[config.mk]
export PLATFORM = sky130hd
export DESIGN_NAME = ppu_top
export DESIGN_NICKNAME = d
export VERILOG_FILES = /design/src/hw/ppu_pkg.sv /design/src/hw/ppu_reg_file.sv /design/src/hw/ppu_dot_timing.sv /design/src/hw/ppu_bg_fetcher.sv /design/src/hw/ppu_lcd_out.sv /design/src/hw/ppu_top.sv
export SDC_FILE = /design/constraint.sdc
export NUM_CORES = 1
export LEC_CHECK = 0
export BUFFER_PORTS_ARGS = -buffer_cell sky130_fd_sc_hd__buf_2
export CORE_ASPECT_RATIO = 0.5
export CORE_MARGIN = 2
export CORE_UTILIZATION = 62
export CTS_BUF_LIST = sky130_fd_sc_hd__clkbuf_8
export CTS_CLUSTER_DIAMETER = 80
export DETAILED_ROUTE_END_ITERATION = 10
export GPL_TIMING_DRIVEN = 0
export PLACE_DENSITY = 0.92
export SYNTH_ARGS = -nofsm -noshare
export SYNTH_HDL_FRONTEND = slang
export SYNTH_HIERARCHICAL = 1
export SYNTH_SLANG_ARGS = --single-unit
[constraint.sdc]
create_clock -name clk -period 2.8 [get_ports clk]
set_input_delay 0.14 -clock clk [delete_from_list [all_inputs] [get_ports clk]]
set_output_delay 0.14 -clock clk [all_outputs]
set_load 0.02 [all_outputs]
[src/hw/ppu_pkg.sv]
package ppu_pkg;

	// --------------------
	// cpu register map
	// --------------------
	localparam logic [7:0] REG_LCDC = 8'h40;
	localparam logic [7:0] REG_STAT = 8'h41;
	localparam logic [7:0] REG_SCY  = 8'h42;
	localparam logic [7:0] REG_SCX  = 8'h43;
	localparam logic [7:0] REG_LY   = 8'h44;
	localparam logic [7:0] REG_LYC  = 8'h45;
	localparam logic [7:0] REG_BGP  = 8'h47;

	// stat mode field encodings
	localparam logic [1:0] MODE_HBLANK = 2'd0;
	localparam logic [1:0] MODE_VBLANK = 2'd1;
	localparam logic [1:0] MODE_OAM    = 2'd2;
	localparam logic [1:0] MODE_DRAW   = 2'd3;

	// mode 2 length in dots
	localparam int OAM_DOTS = 80;
	// visible area
	localparam int SCREEN_W = 160;
	localparam int SCREEN_H = 144;

	// --------------------
	// bundles
	// --------------------

	// one cpu register access
	typedef struct packed {
		logic       sel;
		logic       wr;
		logic [7:0] addr;
		logic [7:0] di;
	} cpu_bus_t;

	// register contents needed by the drawing side
	typedef struct packed {
		logic       lcd_on;
		logic       bg_map_sel;
		logic       tile_data_sel;
		logic       bg_ena;
		// stat enables, bits 6..3 of STAT
		logic       ie_lyc;
		logic       ie_oam;
		logic       ie_vbl;
		logic       ie_hbl;
		logic [7:0] scy;
		logic [7:0] scx;
		logic [7:0] lyc;
		logic [7:0] bgp;
	} ppu_ctrl_t;

	// dot timing state
	typedef struct packed {
		logic [7:0] ly;
		logic [1:0] mode;
		logic       line_start;
		logic       draw;
		logic       vblank;
		logic       lyc_match_l;
	} ppu_timing_t;

	// one background pixel
	typedef struct packed {
		logic       valid;
		logic [1:0] pix;
	} bg_pixel_t;

	// vram address seen as a tile map entry
	typedef struct packed {
		logic [1:0] base;
		logic       map_sel;
		logic [4:0] row;
		logic [4:0] col;
	} vram_map_t;

	// vram address seen as one byte of tile data
	typedef struct packed {
		logic       a12;
		logic [7:0] tile;
		logic [2:0] line;
		logic       plane;
	} vram_data_t;

	typedef union packed {
		vram_map_t  map;
		vram_data_t data;
	} vram_addr_u;

endpackage

[src/hw/ppu_reg_file.sv]
`timescale 1ns/10ps

module ppu_reg_file
	import ppu_pkg::*;
(
	input  logic        clk,
	input  logic        reset,
	input  cpu_bus_t    cpu,
	input  ppu_timing_t timing,
	output ppu_ctrl_t   ctrl,
	output logic [7:0]  cpu_do
);

	// --------------------
	// stored registers
	// --------------------
	logic [7:0] lcdc;
	// STAT enables {lyc, oam, vblank, hblank}
	logic [3:0] stat_ie;
	logic [7:0] scy;
	logic [7:0] scx;
	logic [7:0] lyc;
	logic [7:0] bgp;

	logic cpu_write;

	assign cpu_write = cpu.sel & cpu.wr;

	// lcd stays off after reset so vram is free for the cpu
	always_ff @(posedge clk) begin
		if (reset) begin
			lcdc    <= 8'h00;
			stat_ie <= 4'h0;
			scy     <= 8'h00;
			scx     <= 8'h00;
			lyc     <= 8'h00;
			bgp     <= 8'hfc;
		end else if (cpu_write) begin
			case (cpu.addr)
				REG_LCDC: lcdc    <= cpu.di;
				// low bits of STAT are status only
				REG_STAT: stat_ie <= cpu.di[6:3];
				REG_SCY:  scy     <= cpu.di;
				REG_SCX:  scx     <= cpu.di;
				REG_LYC:  lyc     <= cpu.di;
				REG_BGP:  bgp     <= cpu.di;
				// LY is read only
				default: ;
			endcase
		end
	end

	// --------------------
	// fields for the drawing side
	// --------------------
	always_comb begin
		ctrl.lcd_on        = lcdc[7];
		ctrl.tile_data_sel = lcdc[4];
		ctrl.bg_map_sel    = lcdc[3];
		ctrl.bg_ena        = lcdc[0];
		ctrl.ie_lyc        = stat_ie[3];
		ctrl.ie_oam        = stat_ie[2];
		ctrl.ie_vbl        = stat_ie[1];
		ctrl.ie_hbl        = stat_ie[0];
		ctrl.scy           = scy;
		ctrl.scx           = scx;
		ctrl.lyc           = lyc;
		ctrl.bgp           = bgp;
	end

	// --------------------
	// read mux
	// --------------------
	// same-cycle read, decoded on address only
	always_comb begin
		case (cpu.addr)
			REG_LCDC: cpu_do = lcdc;
			// bit 7 always reads back as one
			REG_STAT: cpu_do = {1'b1, stat_ie, timing.lyc_match_l, timing.mode};
			REG_SCY:  cpu_do = scy;
			REG_SCX:  cpu_do = scx;
			// live line counter
			REG_LY:   cpu_do = timing.ly;
			REG_LYC:  cpu_do = lyc;
			REG_BGP:  cpu_do = bgp;
			// obp, window and dma addresses are not implemented
			default:  cpu_do = 8'hff;
		endcase
	end

endmodule

[src/hw/ppu_dot_timing.sv]
`timescale 1ns/10ps

module ppu_dot_timing
	import ppu_pkg::*;
#(
	parameter int DOTS_PER_LINE   = 456,
	parameter int LINES_PER_FRAME = 154
) (
	input  logic        clk,
	input  logic        reset,
	input  ppu_ctrl_t   ctrl,
	input  logic        draw_done,
	output ppu_timing_t timing,
	output logic        irq,
	output logic        vblank_irq,
	output logic        lcd_vsync
);

	localparam int DW = $clog2(DOTS_PER_LINE);

	logic [DW-1:0] h_cnt;
	logic [7:0]    v_cnt;
	logic          h_last;
	logic          vblank;
	logic          draw_r;
	logic          draw_done_d;
	logic          lyc_match_l;
	logic          line_start;
	logic          vsync_r;

	// last dot of the line
	assign h_last = (h_cnt == DW'(DOTS_PER_LINE - 1));
	assign vblank = (v_cnt >= 8'(SCREEN_H));

	// --------------------
	// dot and line counters
	// --------------------
	always_ff @(posedge clk) begin
		if (reset || !ctrl.lcd_on) begin
			h_cnt   <= '0;
			v_cnt   <= 8'd0;
			vsync_r <= 1'b0;
		end else begin
			h_cnt <= h_last ? '0 : h_cnt + 1'b1;
			if (h_last) begin
				if (v_cnt == 8'(LINES_PER_FRAME - 1))
					v_cnt <= 8'd0;
				else
					v_cnt <= v_cnt + 8'd1;
				// high for the whole of line 0, not on the first frame after enable
				vsync_r <= (v_cnt == 8'(LINES_PER_FRAME - 1));
			end
		end
	end

	// --------------------
	// mode 3 window
	// --------------------
	// opens right after mode 2, closes the cycle after the last pixel
	// so the delayed lcd strobe still falls inside mode 3
	always_ff @(posedge clk) begin
		if (reset || !ctrl.lcd_on) begin
			draw_r      <= 1'b0;
			draw_done_d <= 1'b0;
		end else begin
			draw_done_d <= draw_done;
			if (draw_done_d)
				draw_r <= 1'b0;
			else if (!vblank && h_cnt == DW'(OAM_DOTS - 1))
				draw_r <= 1'b1;
		end
	end

	// coincidence flag sampled once a line, a few dots in
	always_ff @(posedge clk) begin
		if (reset || !ctrl.lcd_on)
			lyc_match_l <= 1'b0;
		else if (h_cnt == DW'(3))
			lyc_match_l <= (v_cnt == ctrl.lyc);
	end

	assign line_start = ctrl.lcd_on & !vblank & (h_cnt == '0);

	// --------------------
	// status out
	// --------------------
	always_comb begin
		timing.ly          = v_cnt;
		timing.line_start  = line_start;
		timing.draw        = draw_r & ctrl.lcd_on;
		timing.vblank      = vblank;
		timing.lyc_match_l = lyc_match_l;
		if (!ctrl.lcd_on)
			timing.mode = MODE_HBLANK;
		else if (vblank)
			timing.mode = MODE_VBLANK;
		else if (draw_r)
			timing.mode = MODE_DRAW;
		else if (h_cnt < DW'(OAM_DOTS))
			timing.mode = MODE_OAM;
		else
			timing.mode = MODE_HBLANK;
	end

	// stat interrupt, plain OR of the enabled sources
	assign irq = (ctrl.ie_lyc & lyc_match_l)
		| (ctrl.ie_oam & line_start)
		| (ctrl.ie_vbl & vblank)
		| (ctrl.ie_hbl & draw_done);

	assign vblank_irq = vblank;
	assign lcd_vsync  = vsync_r;

endmodule

[src/hw/ppu_bg_fetcher.sv]
`timescale 1ns/10ps

module ppu_bg_fetcher
	import ppu_pkg::*;
(
	input  logic        clk,
	input  logic        reset,
	input  ppu_ctrl_t   ctrl,
	input  ppu_timing_t timing,
	output logic        vram_rd,
	output vram_addr_u  vram_addr,
	input  logic [7:0]  vram_data,
	output bg_pixel_t   pixel,
	output logic        draw_done
);

	// counts 0..7 feed the first, discarded tile
	localparam logic [7:0] PIX_FIRST = 8'd8;
	localparam logic [7:0] PIX_LAST  = 8'(8 + SCREEN_W - 1);

	// fetch step, 0-1 map, 2-3 low plane, 4-5 high plane
	logic [2:0] fetch_cycle;
	logic [4:0] fetch_num;
	logic [3:0] shift_cnt;
	logic [7:0] pcnt;
	logic [7:0] tile_num;
	logic [7:0] plane_lo;
	logic [7:0] shift_lo;
	logic [7:0] shift_hi;
	logic [7:0] bg_line;
	logic [4:0] map_col;
	logic       shifting;
	logic       reload;

	// line inside the 256x256 background
	assign bg_line = timing.ly + ctrl.scy;
	// fine scroll is ignored, first fetch is one tile left of scx
	assign map_col = ctrl.scx[7:3] + fetch_num - 5'd1;

	assign shifting = (shift_cnt != 4'd0);
	// last pixel of the current tile goes out while the next one loads
	assign reload = timing.draw & (fetch_cycle == 3'd5) & (shift_cnt <= 4'd1);

	// --------------------
	// fetch sequencer
	// --------------------
	always_ff @(posedge clk) begin
		if (reset || !timing.draw) begin
			fetch_cycle <= 3'd0;
			fetch_num   <= 5'd0;
			shift_cnt   <= 4'd0;
			pcnt        <= 8'd0;
		end else begin
			// wait in step 5 until the shifter runs dry
			if (fetch_cycle != 3'd5)
				fetch_cycle <= fetch_cycle + 3'd1;
			if (shifting) begin
				shift_cnt <= shift_cnt - 4'd1;
				pcnt      <= pcnt + 8'd1;
			end
			if (reload) begin
				fetch_cycle <= 3'd0;
				fetch_num   <= fetch_num + 5'd1;
				shift_cnt   <= 4'd8;
			end
		end
	end

	// data latches and the pixel shifter
	always_ff @(posedge clk) begin
		if (timing.draw && fetch_cycle == 3'd1)
			tile_num <= vram_data;
		if (timing.draw && fetch_cycle == 3'd3)
			plane_lo <= vram_data;
		if (reload) begin
			shift_lo <= plane_lo;
			// high plane is taken straight off the bus in step 5
			shift_hi <= vram_data;
		end else if (shifting) begin
			shift_lo <= shift_lo << 1;
			shift_hi <= shift_hi << 1;
		end
	end

	// --------------------
	// vram address
	// --------------------
	always_comb begin
		vram_addr = '0;
		if (fetch_cycle < 3'd2) begin
			// map entries live at 1800h or 1c00h
			vram_addr.map.base    = 2'b11;
			vram_addr.map.map_sel = ctrl.bg_map_sel;
			vram_addr.map.row     = bg_line[7:3];
			vram_addr.map.col     = map_col;
		end else begin
			// signed tile numbers when tile_data_sel is clear
			vram_addr.data.a12   = ~ctrl.tile_data_sel & ~tile_num[7];
			vram_addr.data.tile  = tile_num;
			vram_addr.data.line  = bg_line[2:0];
			vram_addr.data.plane = fetch_cycle[2];
		end
	end

	assign vram_rd = timing.draw & ctrl.lcd_on;

	// --------------------
	// pixel out
	// --------------------
	assign pixel.pix   = {shift_hi[7], shift_lo[7]};
	assign pixel.valid = timing.draw & shifting & (pcnt >= PIX_FIRST) & (pcnt <= PIX_LAST);
	assign draw_done   = timing.draw & shifting & (pcnt == PIX_LAST);

endmodule

[src/hw/ppu_lcd_out.sv]
`timescale 1ns/10ps

module ppu_lcd_out
	import ppu_pkg::*;
(
	input  logic       clk,
	input  logic       reset,
	input  ppu_ctrl_t  ctrl,
	input  bg_pixel_t  pixel,
	output logic       lcd_clkena,
	output logic [1:0] lcd_data,
	output logic       lcd_on
);

	logic [1:0] color_idx;
	logic [1:0] shade;
	logic       clkena_r;
	logic [1:0] data_r;

	// bg disabled draws color 0
	assign color_idx = ctrl.bg_ena ? pixel.pix : 2'b00;
	// BGP holds two bits per color index
	assign shade = ctrl.bgp[{color_idx, 1'b0} +: 2];

	always_ff @(posedge clk) begin
		if (reset || !ctrl.lcd_on) begin
			clkena_r <= 1'b0;
			data_r   <= 2'b00;
		end else begin
			clkena_r <= pixel.valid;
			// data only moves together with the strobe
			if (pixel.valid)
				data_r <= shade;
		end
	end

	// blank right away when the lcd is switched off
	assign lcd_clkena = clkena_r & ctrl.lcd_on;
	assign lcd_data   = ctrl.lcd_on ? data_r : 2'b00;
	assign lcd_on     = ctrl.lcd_on;

endmodule

[src/hw/ppu_top.sv]
`timescale 1ns/10ps

module ppu_top
	import ppu_pkg::*;
#(
	parameter int DOTS_PER_LINE   = 456,
	parameter int LINES_PER_FRAME = 154
) (
	input  logic        clk,
	input  logic        reset,
	// cpu register port
	input  cpu_bus_t    cpu,
	output logic [7:0]  cpu_do,
	// vram read port
	output logic        vram_rd,
	output logic [12:0] vram_addr,
	input  logic [7:0]  vram_data,
	// lcd
	output logic        lcd_on,
	output logic        lcd_clkena,
	output logic [1:0]  lcd_data,
	output logic        lcd_vsync,
	// interrupts
	output logic        irq,
	output logic        vblank_irq
);

	ppu_ctrl_t   ctrl;
	ppu_timing_t timing;
	bg_pixel_t   pixel;
	logic        draw_done;

	// --------------------
	// register decode
	// --------------------
	ppu_reg_file i_ppu_reg_file (
		.clk    (clk),
		.reset  (reset),
		.cpu    (cpu),
		.timing (timing),
		.ctrl   (ctrl),
		.cpu_do (cpu_do)
	);

	// --------------------
	// execution
	// --------------------
	ppu_dot_timing #(
		.DOTS_PER_LINE   (DOTS_PER_LINE),
		.LINES_PER_FRAME (LINES_PER_FRAME)
	) i_ppu_dot_timing (
		.clk        (clk),
		.reset      (reset),
		.ctrl       (ctrl),
		.draw_done  (draw_done),
		.timing     (timing),
		.irq        (irq),
		.vblank_irq (vblank_irq),
		.lcd_vsync  (lcd_vsync)
	);

	// vram address leaves as a plain 13-bit word
	ppu_bg_fetcher i_ppu_bg_fetcher (
		.clk       (clk),
		.reset     (reset),
		.ctrl      (ctrl),
		.timing    (timing),
		.vram_rd   (vram_rd),
		.vram_addr (vram_addr),
		.vram_data (vram_data),
		.pixel     (pixel),
		.draw_done (draw_done)
	);

	// --------------------
	// result
	// --------------------
	ppu_lcd_out i_ppu_lcd_out (
		.clk        (clk),
		.reset      (reset),
		.ctrl       (ctrl),
		.pixel      (pixel),
		.lcd_clkena (lcd_clkena),
		.lcd_data   (lcd_data),
		.lcd_on     (lcd_on)
	);

endmodule

==> impl_metrics.tcl, run 1 <==
set metrics [dict create \
    syn-cell-area_um2 6404 \
    finClkSkew_ps 8.185 \
    fin_nets 789 \
    num_antenna_cells 0 \
    min_path_type "input pin to register" \
    fmax_ghz 0.3649 \
    drv_cap 0 \
    critical_path.startpoint_type "register" \
    grt_start_max_net_pins 17 \
    finalWirelength_um 16030 \
    syn_area_per_cell_um2 9.822 \
    start_util_pct 63.29 \
    core_um2 10120 \
    area_delta_synth_final_pct 14.13 \
    endpoint_kind "primary output" \
    grt_pass1_wl_um 24480 \
    dieArea_um2 11210 \
    drive_gt1_share_pct 21.24 \
    cts_tree "yes" \
    cts.sinks 120 \
    globalplace.congestion 0.9456 \
    cp.arrival_ps 2600 \
    drtIter0Drc 315 \
    root_buffer "clkbuf_8" \
    final_util_pct 72.24 \
    die_x_um 147.7 \
    timing.rr.start "i_ppu_reg_file/lcdc[7]" \
    grt_usage_pct 29.05 \
    drcViolationCount 0 \
    antenna_found_initial 0 \
    cts_max_level 4 \
    min_period_ps 2740 \
    wl_per_cell_um 18.13 \
    ir_drop_v 0.0004318 \
    hold_start "cpu[0]" \
    io_pins 57 \
    reg2reg_to "i_ppu_bg_fetcher/shift_lo[3]" \
    p_leak_nw 2.896 \
    num_vias 5221 \
    cp.required_ps 2660 \
    min_to "i_ppu_reg_file/scy[0]" \
    dp_hpwl_um 11100 \
    clk-insertion-delay-late_ps 450 \
    min_path_cells 3 \
    cts_made_buffers 17 \
    slew_headroom_pct 42.00 \
    dr.pass1.iters 5 \
    synthCells 652 \
    die_h_um 75.87 \
    powerDensity_nw_per_um2 466.9 \
    fin_setup_tns_ps 0 \
    path_clk_slew_ps 70 \
    placedCellCount 844 \
    post-route-period-util_pct 97.87 \
    holdWs_ps 45.30 \
    yosysWarnings 6 \
    grt_pass1_vias 4918 \
    gr-total-overflow 0 \
    fp-row-count 26 \
    syn_nets 710 \
    final_max_slew_viol_count 0 \
    via_per_inst 5.906 \
    hold_viol_final 0 \
    final_cells 884 \
    outcome "complete, no violations" \
    worst-r2r-cell-count 6 \
    io_buffer_count 52 \
    p_total_mw 3.412 \
    worst_pin_slew_ps 865.2 \
    fill_cells 705 \
    clockBufferDepth 2 \
    rrSetupSlack_ps 280 \
    crit_type "register to primary output" \
    critPathMaxFanout 9 \
    setup_viol 0 \
    ant_nets 0 \
]
-- through the flow --
step	instance area [um2]	setup WS, ps
2_1_floorplan	6404	662.9
4_1_cts	7300	47.76
6_report	7308	59.54
3_3_place_gp	6839	446.1
3_5_place_dp	6839	371.8
5_1_grt	7308	-0.8491
-- placed cells by master (no fill, tap or decap), types with 8 or more instances in the layout --
cell type	n
nor2_1	87
dfxtp_1	86
buf_2	57
mux2i_1	44
inv_1	39
nand2_1	36
edfxtp_1	32
mux2_2	29
ha_1	28
xor2_1	22
xnor2_1	20
a21oi_1	20
o21ai_0	20
clkbuf_8	17
nand3_1	14
and2_1	13
clkbuf_1	12
nand4_1	12
dlygate4sd3_1	8
nand2b_1	8
and3_1	8
nor3_1	8
buf_4	8
-- where the power goes --
part	switching (mW)	leakage [nW]	total, mW	internal, mW
clock	0.801	0.184	1.52	0.718
sequential	0.000429	0.993	1.77	1.77
combinational	0.0780	1.72	0.121	0.0432
total	0.880	2.90	3.41	2.53
-- worst max path at each step --
| stage | to | slack [ps] | cells past startpoint | start |
|---|---|---|---|---|
| 2_1_floorplan | vram_addr[6] | 660 | 8 | i_ppu_dot_timing/v_cnt[0] |
| 3_3_place_gp | vram_addr[8] | 450 | 9 | i_ppu_dot_timing/v_cnt[0] |
| 3_5_place_dp | i_ppu_bg_fetcher/shift_lo[0] | 370 | 6 | i_ppu_reg_file/lcdc[7] |
| 4_1_cts | cpu_do[0] | 50 | 8 | i_ppu_dot_timing/v_cnt[5] |
| 5_1_grt | cpu_do[0] | -0.8 | 8 | i_ppu_dot_timing/v_cnt[5] |
| 6_report | cpu_do[0] | 60 | 8 | i_ppu_dot_timing/v_cnt[5] |
-- area by class of cell --
type | count | area, um2 | share of cell area, %
Clock inverter | 15 | 145.1 | 1.986
Timing Repair Buffer | 60 | 340.3 | 4.657
Clock buffer | 17 | 234.0 | 3.202
Inverter | 38 | 142.6 | 1.952
Multi-Input combinational cell | 460 | 3333 | 45.61
Buffer | 34 | 210.2 | 2.876
Sequential cell | 120 | 2728 | 37.32
Tap cell | 140 | 175.2 | 2.397
-- per-layer routing --
| layer | vias to the layer above | part of all wire (%) | GRT usage, % |
|---|---|---|---|
| met2 | 199 | 48 | 50.80 |
| met1 | 2540 | 43 | 34.91 |
| met5 | - | 0 | 0 |
| met4 | 0 | 2.5 | 13.89 |
| met3 | 39 | 6.2 | 7.186 |
| li1 | 2443 | - | - |
-- registers in the layout (all words and copies together), names as in the netlist, 5 cells and up --
signal / count
i_ppu_dot_timing/h_cnt: 9
i_ppu_reg_file/lcdc: 8
i_ppu_bg_fetcher/fetch_num: 5
i_ppu_bg_fetcher/shift_hi: 8
i_ppu_reg_file/bgp: 8
i_ppu_bg_fetcher/pcnt: 8
i_ppu_reg_file/scx: 8
i_ppu_bg_fetcher/plane_lo: 8
i_ppu_bg_fetcher/tile_num: 8
i_ppu_bg_fetcher/shift_lo: 8
i_ppu_reg_file/scy: 8
i_ppu_reg_file/lyc: 8
i_ppu_dot_timing/v_cnt: 8
-- critical path, stage by stage, from the launching register on --
cell and delay [ps]:
dfxtp_1 450, o31ai_2 480, inv_1 140, o21a_1 200, mux2_2 260, a22oi_1 150, o211ai_1 130, a21o_1 200
buf_2 150
-- what timing repair did --
item	in CTS	in global routing
setup endpoints to repair	1	2
hold endpoints to repair	16	0
hold buffers	8	0
buffers inserted	0	0
resized for setup	1	3
Power figures use the tool's default switching activity.
==> inputs of run 2 (changes only) <==
ABC_AREA = 1   (was default)
CORE_UTILIZATION = 63   (was 62)
GPL_ROUTABILITY_DRIVEN = 0   (was default)
==> impl_metrics.tcl, run 2 <==
set metrics [dict create \
    outcome "complete, no violations" \
    crit_top_cell "nand2_1" \
    cp.arrival_ps 2470 \
    timing.final.ws_setup_ps 193.4 \
    die_h_um 79.67 \
    antenna_found_initial 0 \
    core_um2 11080 \
    io_pins 57 \
    die_x_um 155.3 \
    grt_start_max_net_pins 18 \
    p_leak_nw 3.920 \
    syn_area_per_cell_um2 6.832 \
    finalWirelength_um 19380 \
    fmax_ghz 0.3836 \
    io_buffer_count 56 \
    yosysWarnings 6 \
    grt_usage_pct 32.56 \
    grt_pass1_wl_um 31260 \
    multiInputGateArea_um2 3679 \
    crit_start "i_ppu_dot_timing/v_cnt[0]" \
    min_path_cells 3 \
    cp_cell_sequence "ha_1, inv_1, fa_1, inv_1, nand2_1, nand2_1, nand3b_1, nand2_1, nand2_1, nand3_1, nand2_1, buf_2" \
    critical_path.startpoint_type "register" \
    powerDensity_nw_per_um2 426.4 \
    path_clk_slew_ps 80 \
    start_util_pct 65.11 \
    drcViolationCount 0 \
    timing.rr.start "i_ppu_reg_file/lcdc[7]" \
    fp-row-count 27 \
    synthCells 1056 \
    largest_register "i_ppu_dot_timing/h_cnt" \
    finClkSkew_ps 15.76 \
    fill_cells 788 \
    root_buffer "clkbuf_8" \
    worst_pin_slew_ps 723.2 \
    cpPeakStageDelay_ps 560 \
    cts_made_buffers 17 \
    min_path_type "input pin to register" \
    setup_viol 0 \
    clockBufferDepth 2 \
    final_common_cell "nand2_1" \
    worst-r2r-cell-count 7 \
    hold_start "cpu[1]" \
    syn-cell-area_um2 7214 \
    num_antenna_cells 0 \
    rrSetupSlack_ps 450 \
    crit_end "vram_addr[8]" \
    dieArea_um2 12380 \
    clk-insertion-delay-late_ps 450 \
    syn_nets 1114 \
    min_period_ps 2607 \
    slew_headroom_pct 51.67 \
    cts_tree "yes" \
    fin_nets 1199 \
    drive_gt1_share_pct 15.60 \
    crit_type "register to primary output" \
    final_max_slew_viol_count 0 \
    critical_path.slowest_cell "dfxtp_1" \
    fin_setup_tns_ps 0 \
    seq_area_um2 2723 \
    cts_setup_buffers 0 \
    cts.sinks 120 \
    hold_viol_final 0 \
    dr.pass1.iters 8 \
    grt_pass1_vias 6570 \
    endpoint_kind "primary output" \
    final_cell_mix "nand2_1, nor2_1, inv_1" \
    ir_drop_v 0.0004993 \
    num_vias 7187 \
    area_delta_synth_final_pct 13.30 \
    drtIter0Drc 770 \
    largest_reg_flops 9 \
    wl_per_cell_um 14.92 \
    dp_hpwl_um 13650 \
    post-route-period-util_pct 93.09 \
    drv_cap 0 \
    gr-total-overflow 0 \
    critPathMaxFanout 8 \
    cts_max_level 4 \
    cp.required_ps 2660 \
    rsz0062_at_grt "false" \
    ant_nets 0 \
    post-place-ws_ps 525.6 \
    reg2reg_to "i_ppu_bg_fetcher/shift_lo[5]" \
    via_per_inst 5.533 \
]
-- run 2: report_power, final --
part	total [mW]	internal, mW	switching (mW)
sequential	1.77	1.77	0.000826
clock	1.57	0.735	0.833
combinational	0.145	0.0447	0.100
-- run 2: layout make-up --
class / count / area share, %
Sequential cell: 120 / 33.31
Inverter: 155 / 7.179
Buffer: 30 / 2.832
Clock buffer: 17 / 2.862
Timing Repair Buffer: 66 / 4.653
Tap cell: 145 / 2.220
Clock inverter: 15 / 1.944
Multi-Input combinational cell: 751 / 45.00
-- run 2: worst min-delay path by stage --
| stage | endpoint | slack (ps) |
|---|---|---|
| global placement | i_ppu_bg_fetcher/tile_num[5] | 360 |
| finish | i_ppu_reg_file/scy[1] | 40 |
| global route | i_ppu_lcd_out/clkena_r | 20 |
| floorplan | i_ppu_lcd_out/clkena_r | 220 |
| detailed placement | i_ppu_bg_fetcher/tile_num[5] | 360 |
| CTS | i_ppu_lcd_out/clkena_r | 20 |
-- run 2: layer usage --
| metal | GRT usage [%] | wire length [um] | up-vias |
|---|---|---|---|
| met5 | 0 | 0 | - |
| met4 | 15.32 | 774 | 0 |
| met3 | 7.220 | 1991 | 78 |
| met2 | 55.97 | 9013 | 400 |
| met1 | 39.46 | 7601 | 3258 |
| li1 | - | - | 3451 |
-- run 2: repair_timing --
item                       in CTS  in global routing
hold endpoints to repair       21                  0
setup endpoints to repair       0                  1
resized for setup               0                  1
hold buffers                   10                  0
-- run 2: critical path: cells and delay by family (launching register included) --
family	cells	cell delay, ps
adders and majority gates	2	610
DFF	1	560
and+or+nand+nor	7	550
buffers and inverters	3	300
-- run 2: through the flow --
stage	util, %	hold WS (ps)	area (um2)	total power [mW]	cells
2_1_floorplan	-	216.1	7214	1.881	1056
3_3_place_gp	69.28	356.2	7676	1.938	1257
3_5_place_dp	69.28	360.3	7676	1.941	1257
4_1_cts	73.72	15.77	8169	3.489	1299
5_1_grt	73.77	20.39	8174	3.581	1299
6_report	73.77	38.61	8174	3.486	1299
==> inputs of run 3 (changes only) <==
CELL_PAD_IN_SITES_DETAIL_PLACEMENT = 1   (was default)
CELL_PAD_IN_SITES_GLOBAL_PLACEMENT = 1   (was default)
CORE_UTILIZATION = 45   (was 63)
CTS_CLUSTER_DIAMETER = 150   (was 80)
PLACE_DENSITY = 0.91   (was 0.92)
SYNTH_HIERARCHICAL = default   (was 1)
==> impl_metrics.tcl, run 3 <==
set metrics [dict create \
    die_h_um 89.71 \
    min_path_type "input pin to register" \
    powerDensity_nw_per_um2 467.3 \
    p_leak_nw 3.328 \
    worst-r2r-cell-count 10 \
    p_switching_mw 0.8931 \
    cts_tree "yes" \
    yosysWarnings 0 \
    finClkSkew_ps 12.32 \
    cp.required_ps 2660 \
    clk-insertion-delay-late_ps 470 \
    fill_cells 1862 \
    synth-async-reset-ratio_pct 0 \
    grt_usage_pct 28.33 \
    path_clk_slew_ps 80 \
    synth-simple-area-share_pct 32.10 \
    drive_gt1_share_pct 14.00 \
    min_path_cells 3 \
    setup_viol 0 \
    grt_pass1_wl_um 34750 \
    synth_compound_area_share_pct 9.784 \
    cts_max_level 4 \
    finalWirelength_um 22170 \
    io_buffer_count 55 \
    dieArea_um2 15740 \
    io_pins 57 \
    num_antenna_cells 0 \
    area_delta_synth_final_pct 15.97 \
    drv_cap 0 \
    yosysSeqAreaShare_pct 41.18 \
    fin_setup_tns_ps 0 \
    root_buffer "clkbuf_8" \
    synth_commonest_cells "nand2_1, inv_1, nor2_1, dfxtp_1, a21oi_1" \
    wl_per_cell_um 18.29 \
    endpoint_kind "primary output" \
    syn_nets 973 \
    multiInputGateArea_um2 3336 \
    synth.area.top_cells "dfxtp_1, nand2_1, edfxtp_1" \
    grt_start_max_net_pins 18 \
    p_comb_share_pct 3.3 \
    antenna_found_initial 0 \
    synth_xor_area_share_pct 2.517 \
    via_per_inst 5.452 \
    slew_headroom_pct 49.44 \
    crit_type "register to primary output" \
    p_total_mw 3.583 \
    drcViolationCount 0 \
    syn-cell-area_um2 6611 \
    fp-row-count 31 \
    fmax_ghz 0.3681 \
    drtIter0Drc 491 \
    ys.flop_type "dfxtp_1" \
    synth-seq-cells 120 \
    final_common_cell "nand2_1" \
    fin_nets 1059 \
    gr-total-overflow 0 \
    synth-adder-area-share_pct 5.905 \
    seqPwrFrac_pct 49.5 \
    seq_area_um2 2725 \
    synthDistinctLibCells 41 \
    ant_nets 0 \
    critical_path.startpoint_type "register" \
    yosysTopAreaCellShare_pct 26.65 \
    critPathMaxFanout 6 \
    yosys.area.top_type "dfxtp_1" \
    syn_area_per_cell_um2 7.226 \
    ir_drop_v 0.0003249 \
    pwr-share-clk_pct 47.2 \
    worst_pin_slew_ps 755.6 \
    core_um2 14390 \
    num_vias 6608 \
    dr.pass1.iters 5 \
    synthCells 915 \
    swShare_pct 24.92 \
    cts_made_buffers 17 \
    p_int_mw 2.690 \
    yosys-mux-area-fraction_pct 0.1514 \
    start_util_pct 45.94 \
    die_x_um 175.4 \
    min_period_ps 2716 \
    post-route-period-util_pct 97.02 \
    cts.sinks 120 \
    dp_hpwl_um 15800 \
    synth_top_family_by_area "simple AND/OR/NAND/NOR gates" \
    clockBufferDepth 2 \
    final_max_slew_viol_count 0 \
    largest_reg_flops 9 \
    synth-edff-count 32 \
    final_util_pct 53.28 \
    final_cell_mix "nand2_1, inv_1, nor2_1" \
    cp.arrival_ps 2580 \
    synth.most_common_cell "nand2_1" \
    hold_viol_final 0 \
    outcome "complete, no violations" \
    largest_register "i_ppu_dot_timing.h_cnt" \
    grt_pass1_vias 6761 \
]
-- run 3: per-stage QoR --
| step | setup slack (ps) | instance area (um2) | hold WS (ps) | instances |
|---|---|---|---|---|
| after floorplan | 859.9 | 6611 | 238.9 | 915 |
| after global placement | 717.4 | 7134 | 345.7 | 1168 |
| after global routing | -14.90 | 7667 | 25.28 | 1212 |
| after CTS | 117.1 | 7655 | 0.1727 | 1211 |
| after detailed placement | 600.7 | 7134 | 348.7 | 1168 |
| final | 83.54 | 7667 | 26.84 | 1212 |
-- run 3: layer usage --
metal,global-route usage (%),vias up,routed length (um)
li1,-,3081,-
met1,35.75,3183,9493
met2,47.57,257,10350
met3,5.795,87,1470
met4,11.50,0,855
met5,0,-,0
-- run 3: cell type report --
type                    count  area share, %
inverters                 121          5.940
plain buffers              16          1.273
multi-input cells         658          43.51
well taps                 198          3.231
flip-flops and latches    120          35.54
clock buffers              17          3.052
repair buffers             67          5.157
clock inverters            15          2.301
-- run 3: logic make-up (layout without fill, tap and decap cells) --
| kind of cell | after synthesis | after routing |
|---|---|---|
| AO/OA/AOI/OAI | 121 | 121 |
| flip-flops | 120 | 120 |
| AND/OR/NAND/NOR | 487 | 487 |
| buffers and inverters | 137 | 236 |
| multiplexers | 1 | 1 |
| XOR/XNOR | 19 | 19 |
| adder cells (fa/ha/maj) | 30 | 30 |
-- run 3: critical path: stages, from the launching register on --
cell and delay, ps:
dfxtp_1 520, inv_1 230, fa_1 480, inv_1 90, nand3_1 70, nand2_1 130, nand3_1 130, nand3_1 100
nand3_1 100, nand2_1 120, buf_2 170
-- run 3: path summary, 6_finish.rpt --
check | from | to | slack (ps)
max reg2reg | i_ppu_bg_fetcher.fetch_cycle[1] | i_ppu_bg_fetcher.shift_cnt[3] | 620
min reg2reg | i_ppu_bg_fetcher.shift_cnt[1] | i_ppu_bg_fetcher.shift_cnt[1] | 470
min | cpu[7] | i_ppu_reg_file.scx[7] | 30
max | i_ppu_dot_timing.v_cnt[1] | vram_addr[8] | 80
-- run 3: repair_timing --
action                                  in CTS  in global routing
hold buffers                                11                  1
resized for setup                            0                  2
hold endpoints to repair                    23                  1
buffers inserted                             0                  0
endpoints found under the setup margin       0                  2
-- run 3: power by group through the flow --
| stage | Combinational, mW | Clock [mW] | Sequential [mW] |
|---|---|---|---|
| after floorplan | 0.0462 | 0 | 1.81 |
| after global placement | 0.0971 | 0 | 1.81 |
| after detailed placement | 0.101 | 0 | 1.81 |
| after CTS | 0.114 | 1.68 | 1.77 |
| after global routing | 0.126 | 1.76 | 1.77 |
| final | 0.120 | 1.69 | 1.77 |
